[src/hdl/yuvPkg.sv]
package yuvPkg;

	// One 4:2:2 pair as it arrives, u and v belong to the even pixel
	typedef struct packed {
		logic [7:0] y0;
		logic [7:0] y1;
		logic [7:0] u;
		logic [7:0] v;
	} yuvPairT;

	// Pair after upsampling, full chroma for both pixels
	typedef struct packed {
		logic [7:0] y0;
		logic [7:0] y1;
		logic [7:0] uEven;
		logic [7:0] vEven;
		logic [7:0] uOdd;
		logic [7:0] vOdd;
	} upPairT;

	typedef struct packed {
		logic [7:0] r;
		logic [7:0] g;
		logic [7:0] b;
	} rgbPixelT;

	typedef struct packed {
		rgbPixelT pixEven;
		rgbPixelT pixOdd;
	} rgbPairT;

	typedef enum logic [1:0] {
		LineIdle,
		LineFeed,
		LineFlush
	} lineStateT;

	// Symmetric six-tap interpolation filter, outer to inner
	localparam logic signed [31:0] Tap0 = 32'sd21;
	localparam logic signed [31:0] Tap1 = -32'sd52;
	localparam logic signed [31:0] Tap2 = 32'sd159;
	localparam logic signed [31:0] FilterRound = 32'sd128;
	localparam logic signed [31:0] FilterShift = 32'sd8;

	// Fixed-point colour matrix, scaled by 2^16
	localparam logic signed [31:0] CoefY = 32'sd76284;
	localparam logic signed [31:0] CoefRV = 32'sd104595;
	localparam logic signed [31:0] CoefGU = -32'sd25624;
	localparam logic signed [31:0] CoefGV = -32'sd53281;
	localparam logic signed [31:0] CoefBU = 32'sd132251;

	localparam logic signed [31:0] LumaOffset = 32'sd16;
	localparam logic signed [31:0] ChromaOffset = 32'sd128;
	localparam logic signed [31:0] MatrixShift = 32'sd16;

endpackage

[src/hdl/chromaUpsampler.sv]
module chromaUpsampler (
	input logic Clock,
	input logic Resetn,
	input logic advance,
	input logic flushStep,
	input logic lineFirst,
	input logic emit,
	input yuvPkg::yuvPairT pairIn,
	output logic upValid,
	output yuvPkg::upPairT upPair
);

	// Index 0 holds the newest sample, index 3 is the window centre
	logic [5:0][7:0] uWin;
	logic [5:0][7:0] vWin;
	logic [5:0][7:0] uNext;
	logic [5:0][7:0] vNext;
	logic [7:0] uNew;
	logic [7:0] vNew;

	// Luma pairs wait three steps to meet their chroma centre
	logic [2:0][15:0] yDel;
	logic [15:0] yNew;

	function automatic logic [7:0] filterOdd(input logic [5:0][7:0] w);
		logic signed [31:0] acc;
		acc = yuvPkg::Tap0 * $signed({24'd0, w[5]})
			+ yuvPkg::Tap1 * $signed({24'd0, w[4]})
			+ yuvPkg::Tap2 * $signed({24'd0, w[3]})
			+ yuvPkg::Tap2 * $signed({24'd0, w[2]})
			+ yuvPkg::Tap1 * $signed({24'd0, w[1]})
			+ yuvPkg::Tap0 * $signed({24'd0, w[0]})
			+ yuvPkg::FilterRound;
		acc = acc >>> yuvPkg::FilterShift;
		// Negative taps can push the result outside the byte range
		if (acc < 0)
			return 8'd0;
		if (acc > 255)
			return 8'd255;
		return acc[7:0];
	endfunction

	// Flush steps repeat the newest sample for the right edge
	assign uNew = flushStep ? uWin[0] : pairIn.u;
	assign vNew = flushStep ? vWin[0] : pairIn.v;
	assign yNew = flushStep ? yDel[0] : {pairIn.y1, pairIn.y0};

	always_comb begin
		if (lineFirst) begin
			// Left edge replication
			uNext = {6{uNew}};
			vNext = {6{vNew}};
		end else begin
			uNext = {uWin[4:0], uNew};
			vNext = {vWin[4:0], vNew};
		end
	end

	always_ff @(posedge Clock) begin
		if (advance) begin
			uWin <= uNext;
			vWin <= vNext;
			yDel <= {yDel[1:0], yNew};
			if (emit) begin
				upPair.y0 <= yDel[2][7:0];
				upPair.y1 <= yDel[2][15:8];
				upPair.uEven <= uNext[3];
				upPair.vEven <= vNext[3];
				upPair.uOdd <= filterOdd(uNext);
				upPair.vOdd <= filterOdd(vNext);
			end
		end
	end

	always_ff @(posedge Clock or negedge Resetn) begin
		if (!Resetn)
			upValid <= 1'b0;
		else
			upValid <= advance && emit;
	end

endmodule

[src/hdl/colorMatrix.sv]
module colorMatrix (
	input logic Clock,
	input logic Resetn,
	input logic upValid,
	input yuvPkg::upPairT upPair,
	output logic rgbValid,
	output yuvPkg::rgbPairT rgbData
);

	typedef struct packed {
		logic signed [31:0] y;
		logic signed [31:0] u;
		logic signed [31:0] v;
	} diffT;

	typedef struct packed {
		logic signed [31:0] luma;
		logic signed [31:0] rv;
		logic signed [31:0] gu;
		logic signed [31:0] gv;
		logic signed [31:0] bu;
	} prodT;

	logic valid1;
	logic valid2;
	diffT diffEven;
	diffT diffOdd;
	prodT prodEven;
	prodT prodOdd;

	function automatic diffT removeOffsets(input logic [7:0] y, input logic [7:0] u,
		input logic [7:0] v);
		diffT d;
		d.y = $signed({24'd0, y}) - yuvPkg::LumaOffset;
		d.u = $signed({24'd0, u}) - yuvPkg::ChromaOffset;
		d.v = $signed({24'd0, v}) - yuvPkg::ChromaOffset;
		return d;
	endfunction

	function automatic prodT formProducts(input diffT d);
		prodT p;
		p.luma = yuvPkg::CoefY * d.y;
		p.rv = yuvPkg::CoefRV * d.v;
		p.gu = yuvPkg::CoefGU * d.u;
		p.gv = yuvPkg::CoefGV * d.v;
		p.bu = yuvPkg::CoefBU * d.u;
		return p;
	endfunction

	// Saturate, then keep the integer byte of the fixed-point sum
	function automatic logic [7:0] clipChannel(input logic signed [31:0] acc);
		logic signed [31:0] scaled;
		scaled = acc >>> yuvPkg::MatrixShift;
		if (scaled < 0)
			return 8'd0;
		if (scaled > 255)
			return 8'd255;
		return scaled[7:0];
	endfunction

	function automatic yuvPkg::rgbPixelT sumPixel(input prodT p);
		yuvPkg::rgbPixelT px;
		px.r = clipChannel(p.luma + p.rv);
		px.g = clipChannel(p.luma + p.gu + p.gv);
		px.b = clipChannel(p.luma + p.bu);
		return px;
	endfunction

	always_ff @(posedge Clock) begin
		diffEven <= removeOffsets(upPair.y0, upPair.uEven, upPair.vEven);
		diffOdd <= removeOffsets(upPair.y1, upPair.uOdd, upPair.vOdd);
		prodEven <= formProducts(diffEven);
		prodOdd <= formProducts(diffOdd);
		rgbData.pixEven <= sumPixel(prodEven);
		rgbData.pixOdd <= sumPixel(prodOdd);
	end

	// Valid travels alongside the three data stages
	always_ff @(posedge Clock or negedge Resetn) begin
		if (!Resetn) begin
			valid1 <= 1'b0;
			valid2 <= 1'b0;
			rgbValid <= 1'b0;
		end else begin
			valid1 <= upValid;
			valid2 <= valid1;
			rgbValid <= valid2;
		end
	end

endmodule

[src/hdl/lineControl.sv]
module lineControl #(
	parameter int OutCredits = 2,
	parameter int PairCountWidth = 8
) (
	input logic Clock,
	input logic Resetn,
	input logic cfgWrite,
	input logic [PairCountWidth-1:0] cfgPairs,
	input logic notEmpty,
	input logic rgbCredit,
	output logic pop,
	output logic advance,
	output logic flushStep,
	output logic lineFirst,
	output logic emit,
	output logic lineBusy
);

	localparam int CreditWidth = $clog2(OutCredits + 1);

	yuvPkg::lineStateT state;
	logic [PairCountWidth-1:0] widthReg;
	logic [PairCountWidth-1:0] fedCount;
	logic [1:0] flushCount;
	logic [CreditWidth-1:0] creditCount;
	logic feeding;
	logic flushing;
	logic creditOk;
	logic take;

	assign feeding = state == yuvPkg::LineFeed;
	assign flushing = state == yuvPkg::LineFlush;
	assign creditOk = creditCount != '0;

	// First three pairs only prime the window
	assign emit = flushing || (feeding && fedCount >= PairCountWidth'(3));

	// An emitting step needs a free output slot before it may go
	assign advance = (feeding && notEmpty && (creditOk || !emit)) || (flushing && creditOk);
	assign pop = advance && feeding;
	assign flushStep = flushing;
	assign lineFirst = feeding && fedCount == '0;
	assign lineBusy = state != yuvPkg::LineIdle;
	assign take = advance && emit;

	always_ff @(posedge Clock or negedge Resetn) begin
		if (!Resetn) begin
			state <= yuvPkg::LineIdle;
			widthReg <= '0;
			fedCount <= '0;
			flushCount <= '0;
		end else begin
			case (state)
				yuvPkg::LineIdle: begin
					if (cfgWrite) begin
						widthReg <= cfgPairs;
						fedCount <= '0;
						flushCount <= '0;
						state <= yuvPkg::LineFeed;
					end
				end
				yuvPkg::LineFeed: begin
					if (advance) begin
						fedCount <= fedCount + 1'b1;
						if (fedCount == widthReg - 1'b1)
							state <= yuvPkg::LineFlush;
					end
				end
				yuvPkg::LineFlush: begin
					// Three repeats of the last sample drain the window
					if (advance) begin
						flushCount <= flushCount + 1'b1;
						if (flushCount == 2'd2)
							state <= yuvPkg::LineIdle;
					end
				end
				default: state <= yuvPkg::LineIdle;
			endcase
		end
	end

	always_ff @(posedge Clock or negedge Resetn) begin
		if (!Resetn) begin
			creditCount <= CreditWidth'(OutCredits);
		end else begin
			case ({take, rgbCredit})
				2'b10: creditCount <= creditCount - 1'b1;
				2'b01: creditCount <= creditCount + 1'b1;
				default: creditCount <= creditCount;
			endcase
		end
	end

endmodule

[src/hdl/pairFifo.sv]
module pairFifo #(
	parameter int FifoDepth = 4
) (
	input logic Clock,
	input logic Resetn,
	input logic yuvValid,
	input yuvPkg::yuvPairT yuvData,
	input logic pop,
	output yuvPkg::yuvPairT head,
	output logic notEmpty,
	output logic yuvCredit
);

	localparam int PtrWidth = (FifoDepth > 1) ? $clog2(FifoDepth) : 1;
	localparam int CountWidth = $clog2(FifoDepth + 1);

	yuvPkg::yuvPairT store [FifoDepth];
	logic [PtrWidth-1:0] wrPtr;
	logic [PtrWidth-1:0] rdPtr;
	logic [CountWidth-1:0] count;

	// Circular pointer step, depth need not be a power of two
	function automatic logic [PtrWidth-1:0] nextPtr(input logic [PtrWidth-1:0] ptr);
		if (ptr == PtrWidth'(FifoDepth - 1))
			return '0;
		return ptr + 1'b1;
	endfunction

	always_ff @(posedge Clock) begin
		if (yuvValid)
			store[wrPtr] <= yuvData;
	end

	always_ff @(posedge Clock or negedge Resetn) begin
		if (!Resetn) begin
			wrPtr <= '0;
			rdPtr <= '0;
			count <= '0;
			yuvCredit <= 1'b0;
		end else begin
			if (yuvValid)
				wrPtr <= nextPtr(wrPtr);
			if (pop)
				rdPtr <= nextPtr(rdPtr);
			case ({yuvValid, pop})
				2'b10: count <= count + 1'b1;
				2'b01: count <= count - 1'b1;
				default: count <= count;
			endcase
			// Each removed pair frees one slot upstream
			yuvCredit <= pop;
		end
	end

	assign head = store[rdPtr];
	assign notEmpty = count != '0;

endmodule

[src/hdl/yuvConvertTop.sv]
module yuvConvertTop #(
	parameter int FifoDepth = 4,
	parameter int OutCredits = 2,
	parameter int PairCountWidth = 8
) (
	input logic Clock,
	input logic Resetn,
	input logic yuvValid,
	input yuvPkg::yuvPairT yuvData,
	output logic yuvCredit,
	input logic cfgWrite,
	input logic [PairCountWidth-1:0] cfgPairs,
	output logic lineBusy,
	output logic rgbValid,
	output yuvPkg::rgbPairT rgbData,
	input logic rgbCredit
);

	yuvPkg::yuvPairT head;
	yuvPkg::upPairT upPair;
	logic notEmpty;
	logic pop;
	logic advance;
	logic flushStep;
	logic lineFirst;
	logic emit;
	logic upValid;

	pairFifo #(
		.FifoDepth(FifoDepth)
	) u_pairFifo (
		.Clock(Clock),
		.Resetn(Resetn),
		.yuvValid(yuvValid),
		.yuvData(yuvData),
		.pop(pop),
		.head(head),
		.notEmpty(notEmpty),
		.yuvCredit(yuvCredit)
	);

	lineControl #(
		.OutCredits(OutCredits),
		.PairCountWidth(PairCountWidth)
	) u_lineControl (
		.Clock(Clock),
		.Resetn(Resetn),
		.cfgWrite(cfgWrite),
		.cfgPairs(cfgPairs),
		.notEmpty(notEmpty),
		.rgbCredit(rgbCredit),
		.pop(pop),
		.advance(advance),
		.flushStep(flushStep),
		.lineFirst(lineFirst),
		.emit(emit),
		.lineBusy(lineBusy)
	);

	// Popped head feeds the window in the same cycle as the advance
	chromaUpsampler u_chromaUpsampler (
		.Clock(Clock),
		.Resetn(Resetn),
		.advance(advance),
		.flushStep(flushStep),
		.lineFirst(lineFirst),
		.emit(emit),
		.pairIn(head),
		.upValid(upValid),
		.upPair(upPair)
	);

	colorMatrix u_colorMatrix (
		.Clock(Clock),
		.Resetn(Resetn),
		.upValid(upValid),
		.upPair(upPair),
		.rgbValid(rgbValid),
		.rgbData(rgbData)
	);

endmodule

[config.mk]
export PLATFORM = sky130hd
export DESIGN_NAME = yuvConvertTop
export DESIGN_NICKNAME = d
export VERILOG_FILES = /design/src/hdl/yuvPkg.sv /design/src/hdl/chromaUpsampler.sv /design/src/hdl/colorMatrix.sv /design/src/hdl/lineControl.sv /design/src/hdl/pairFifo.sv /design/src/hdl/yuvConvertTop.sv
export SDC_FILE = /design/constraint.sdc
export NUM_CORES = 2
export LEC_CHECK = 0
export BUFFER_PORTS_ARGS = -buffer_cell sky130_fd_sc_hd__buf_2
export CAP_MARGIN = 10
export CORE_MARGIN = 10
export CORE_UTILIZATION = 30
export CTS_CLUSTER_DIAMETER = 200
export DETAILED_ROUTE_END_ITERATION = 8
export PLACE_DENSITY_LB_ADDON = 0.12
export SYNTH_ARGS = -nofsm -noshare
export SYNTH_HDL_FRONTEND = slang
export SYNTH_SLANG_ARGS = --single-unit
[constraint.sdc]
create_clock -name Clock -period 16.1 [get_ports Clock]
set_input_delay 0.805 -clock Clock [delete_from_list [all_inputs] [get_ports Clock]]
set_output_delay 0.805 -clock Clock [all_outputs]
set_load 0.1 [all_outputs]
## Yosys cells after proc, flatten, opt, wreduce, memory -nomap -nowiden

Memory sizes are Yosys's and may differ from the RTL's.
Index checks and enable logic that the tools add are counted.

- Register bits: 760
- Memory bits (writable): 128
- Input port bits: 45
- Output and inout port bits: 51
- Logic and storage cells: 263
- Memories: 1

- $add $sub $neg: 35
- Multipliers: 22
- Magnitude comparators: 17
- Equality and inequality tests: 15
- Mux-type cells: 92
- Bitwise logic cells: 1
- Reduce and logical (&&, ||, !) cells: 26

Memory list:

| memory | words | width | rd ports | clocked after memory_dff | write ports | RTL line | RTL |
|---|---|---|---|---|---|---|---|
| u_pairFifo.store | 4 | 32 | 1 | 0 | 1 | pairFifo.sv:17 | `yuvPkg::yuvPairT store [FifoDepth];` |

Operators with widths:

| cell | number |
|---|---|
| adder 32 bit | 18 |
| two-way mux 8 bit | 36 |
| > comparator 16 x 9 -> 1 bit (second input constant) | 6 |
| < comparator 16 x 1 -> 1 bit (second input constant) | 6 |
| two-way mux 48 bit | 2 |
| adder 32 x 9 -> 32 bit (second input constant) | 2 |
| multiplier 13 x 32 -> 29 bit (first input constant) | 2 |
| multiplier 16 x 32 -> 30 bit (first input constant) | 2 |
| multiplier 17 x 32 -> 32 bit (first input constant) | 2 |
| multiplier 18 x 32 -> 32 bit (first input constant) | 2 |
| multiplier 19 x 32 -> 32 bit (first input constant) | 2 |
| multiplier 8 x 8 -> 16 bit (first input constant) | 4 |
| multiplier 5 x 9 -> 14 bit (first input constant) | 4 |
| multiplier 5 x 8 -> 13 bit (first input constant) | 4 |
| > comparator 24 x 9 -> 1 bit (second input constant) | 2 |
| < comparator 24 x 1 -> 1 bit (second input constant) | 2 |
| two-way mux 1 bit | 38 |
| subtractor 8 x 8 -> 9 bit (second input constant) | 4 |
| two-way mux 2 bit | 11 |
| subtractor 8 x 5 -> 9 bit (second input constant) | 2 |
| case mux 8 bit (2 select lines) | 1 |
| equality test 2 bit (second input constant) | 6 |
| nonzero test 2 bit | 6 |
| adder 2 x 1 -> 2 bit (second input constant) | 4 |
| other kinds (23) | 40 |

## Depth between registers and ports, before layout

- Depth after elaboration: 19
- Gate-level depth with buffers: 45

## Cells and area by module

Synthesis repeated with hierarchy kept, for this count alone.

- Cell total of the unflattened synthesis: 6030
- Area total of the unflattened synthesis: 65068.7 sq um

By module, submodules not included:

| module | instances | cells each | area each (sq um) | seq. area each (sq um) |
|---|---|---|---|---|
| colorMatrix | 1 | 3682 | 37181.9 | 6921.6 |
| chromaUpsampler | 1 | 1977 | 21270.4 | 5310.1 |
| pairFifo | 1 | 203 | 5094.9 | 4043.9 |
| lineControl | 1 | 168 | 1521.5 | 551.8 |

## Least setup slack after synthesis

OpenSTA, ideal clock, no wires.

- Path type: flip-flop to flip-flop
- From: reg u_pairFifo.rdPtr[0]
- To: reg, netlist name u_chromaUpsampler.upPair[10]
- Library setup time: 277 ps
- Data arrival time: 9491 ps
- Data required time: 15823 ps
- Slack: 6332 ps
- Stages on the path, launching flop included: 35
- Period minus slack after synthesis: 9768 ps
- Cells stage by stage: dfrtp_1 buf_6 buf_1 mux4_2 mux2_2 or2_2 o21ai_0 inv_1 fa_1 ha_1 inv_1 fa_1 fa_1 inv_1 ha_1 a21oi_1 xnor2_1 fa_1 inv_1 fa_1 fa_1 inv_1 fa_1 inv_1 ha_1 a21o_1 a22o_1 a311oi_2 o21ai_1 a211oi_1 nand2b_1 a21oi_1 a2111oi_0 a21o_1 a21oi_1

RTL lines:

| item | RTL line | RTL |
|---|---|---|
| from (decl) | pairFifo.sv:19 | `logic [PtrWidth-1:0] rdPtr;` |
| from (signal assigned) | pairFifo.sv:44 | `rdPtr <= nextPtr(rdPtr);` |

==> results.yml <==
global_route:
  grt_pass1_vias: 52400
  gr-usage-all-layers_pct: 14.22
  grtUsageMet3_pct: 1.345
  overflow: 0
  grt_start_max_net_pins: 63
  grt_use_met2_pct: 24.34
  grt_pass1_wl_mm: 305.8
  busiest_layer: "met2"
  met1_usage_pct: 19.54
  antenna_found_initial: 7
timing:
  hold_viol_final: 0
  fmax_mhz: 91.87
  fin_skew_ps: 64.98
  drv_slew: 0
  worst_pin_slew_ps: 1112
  min_period_ps: 10890
  fin_tns_setup_ps: 0
  rsz0062_at_grt: "false"
  period_share_pct: 67.61
  slew_headroom_pct: 25.70
  finalSetupViolCount: 0
worst_setup_path:
  cp_slowest_cell: "dfrtp_1"
  arrival_ps: 11350
  crit_top_cell: "fa_1"
  cpPeakStageDelay_ps: 880
  cp-start-kind: "flop"
  required_ps: 16560
  crit_path_end_kind: "flop"
  critPathKind: "reg -> reg"
  crit_path_max_fanout: 18
drt:
  vias: 49710
  wl_per_cell_microns: 17.71
  final_antenna_net_count: 0
  drtIter0Drc: 1884
  drt_first_pass_iters: 5
  viasPerCell: 4.538
  drc: 0
  wl_mm: 194.0
logic_synthesis:
  post_synth.cell_area_avg_sq_um: 10.30
  ys.flop_type: "dfxtp_1"
  ys_seq_area_share_pct: 23.59
  ys_ff_latch: 734
  synth_area_leaders: "ha_1, fa_1, edfxtp_1"
  synth_cell_types: 103
  synth_fp_nets: 9616
  synth_top_area_share_pct: 24.08
  async_flop_share_pct: 4.632
  yosys_warnings: 0
  netlist_area_sq_um: 75910
  synth_enable_flop_cells: 304
  synth_top_area_cell: "ha_1"
  synthCells: 7371
layout:
  syn2layout_area_growth_pct: 10.34
  drive_above_1_share_pct: 5.933
  nets: 9771
floorplanning:
  core.rowCount: 184
  initial_core_util_pct: 30.17
  die-area_sq_um: 273600
  io_pins: 96
  coreArea_sq_um: 251600
  die_w_microns: 523.0
  die_h_microns: 523.0
cts:
  clockBufferDepth: 3
  htreeDepth: 3
  cts.clk_slew.worst_paths_ps: 60
  clock_sinks: 734
  cts_root_buffer: "clkbuf_16"
  clk-insertion-delay-late_ps: 770
  cts-resized-gates: 0
  post_cts_buffers: 0
  numCtsBuffers: 93
  cts_tree: "yes"
  postCtsHoldBufs: 0
place:
  portBuffers: 95
  place_hpwl_mm: 161.4
  gp_congestion: 0.8237
hold_path:
  hp-class: "in -> async"
run_status:
  status: "finished clean"
job:
  maxCapViolCount: 0
## worst paths after layout
kind,from,to,slack [ps],cells past startpoint
max,u_pairFifo.rdPtr[1]$_DFFE_PN0P_,u_chromaUpsampler.upPair[11]$_SDFFCE_PN0P_,5210,33
min,Resetn,u_pairFifo.yuvCredit$_DFF_PN0_,110,1
max reg2reg,u_pairFifo.rdPtr[1]$_DFFE_PN0P_,u_chromaUpsampler.upPair[11]$_SDFFCE_PN0P_,5210,33
min reg2reg,u_chromaUpsampler.upPair[10]$_SDFFCE_PN0P_,u_colorMatrix.diffOdd[34]$_DFF_P_,330,0
max in group asynchronous,Resetn,u_pairFifo.rdPtr[0]$_DFFE_PN0P_,15440,1
min in group Clock,cfgPairs[6],u_lineControl.widthReg[6]$_DFFE_PN0P_,220,3
## area by class of cell
type                       count  area (sq um)
multi-input combinational   5081         52150
clock buffer                 123          2603
clock inverter                47         549.3
antenna                        5         12.51
sequential                   734         17920
tap                         3348          4189
fill                       25600        167900
inverter                    1482          5563
timing repair buffer         134         768.2
## critical path, delay by kind of cell, from the launching register on
kind,cells,cell delay [ps]
compound gates,11,2780
xor+xnor,1,140
fa+ha+maj,10,4710
buf+inv,7,930
flops,1,880
mux,2,660
simple gates,2,480
## synth_stat cells, types with 54 or more instances
library cell	n
nand2b_1	54
or2_2	62
o21ai_0	289
xor2_1	162
ha_1	1461
dfxtp_1	396
nor3_1	84
xnor2_1	364
o21a_1	104
clkbuf_1	58
a21o_1	145
fa_1	739
nor2b_1	75
inv_1	1478
nor2_1	219
edfxtp_1	304
nand3_1	73
a21oi_1	380
nand2_1	249
## registers in the layout, summed over array words and instances (netlist names), 25 cells and up
| signal | flops |
|---|---|
| u_chromaUpsampler.upPair | 48 |
| u_pairFifo.store | 128 |
| u_chromaUpsampler.uWin | 40 |
| u_chromaUpsampler.yDel | 48 |
| u_chromaUpsampler.vWin | 40 |
| u_colorMatrix.diffOdd | 25 |
| u_colorMatrix.prodEven | 149 |
| u_colorMatrix.rgbData | 48 |
| u_colorMatrix.diffEven | 25 |
| u_colorMatrix.prodOdd | 149 |
## layout by cell type, fill, tap and decap left out, drive strengths merged, types with 162 or more instances in the layout
| master | count |
|---|---|
| a21oi | 382 |
| dfxtp | 396 |
| edfxtp | 304 |
| fa | 739 |
| ha | 1461 |
| inv | 1483 |
| nand2 | 250 |
| nor2 | 219 |
| o21ai | 292 |
| xnor2 | 364 |
| xor2 | 162 |
## kinds of logic after synthesis
kind of cell / Yosys count / synth area share (%)
DFF: 734 / 23.59
buffers and inverters: 1556 / 7.722
muxes: 85 / 1.701
adders and majority gates: 2202 / 43.60
AOI/OAI and AO/OA: 1266 / 10.69
and+or+nand+nor: 1002 / 6.633
xor gates and xnor gates: 526 / 6.069
## routing by layer
metal / part of all wire (%) / up-vias / wire length (microns)
met5: 0.0067 / - / 13
met1: 48 / 24190 / 93730
met2: 48 / 440 / 92780
li1: - / 24930 / -
met4: 1.7 / 2 / 3257
met3: 2.2 / 148 / 4219
## through the flow
step           hold WS (ps)  area (sq um)  cells  setup slack [ps]  utilization, %
2_1_floorplan         323.3         75910   7371              6332               -
3_3_place_gp          325.1         80590  10780              5301           32.03
3_5_place_dp          326.9         80590  10780              5178           32.03
4_1_cts               57.83         83750  10950              5109           33.28
5_1_grt               132.3         83750  10950              4411           33.28
6_report              111.7         83760  10950              5215           33.29
Power is not shown: default switching activity piles up to over one toggle a cycle in this logic, so the estimate is an artifact.
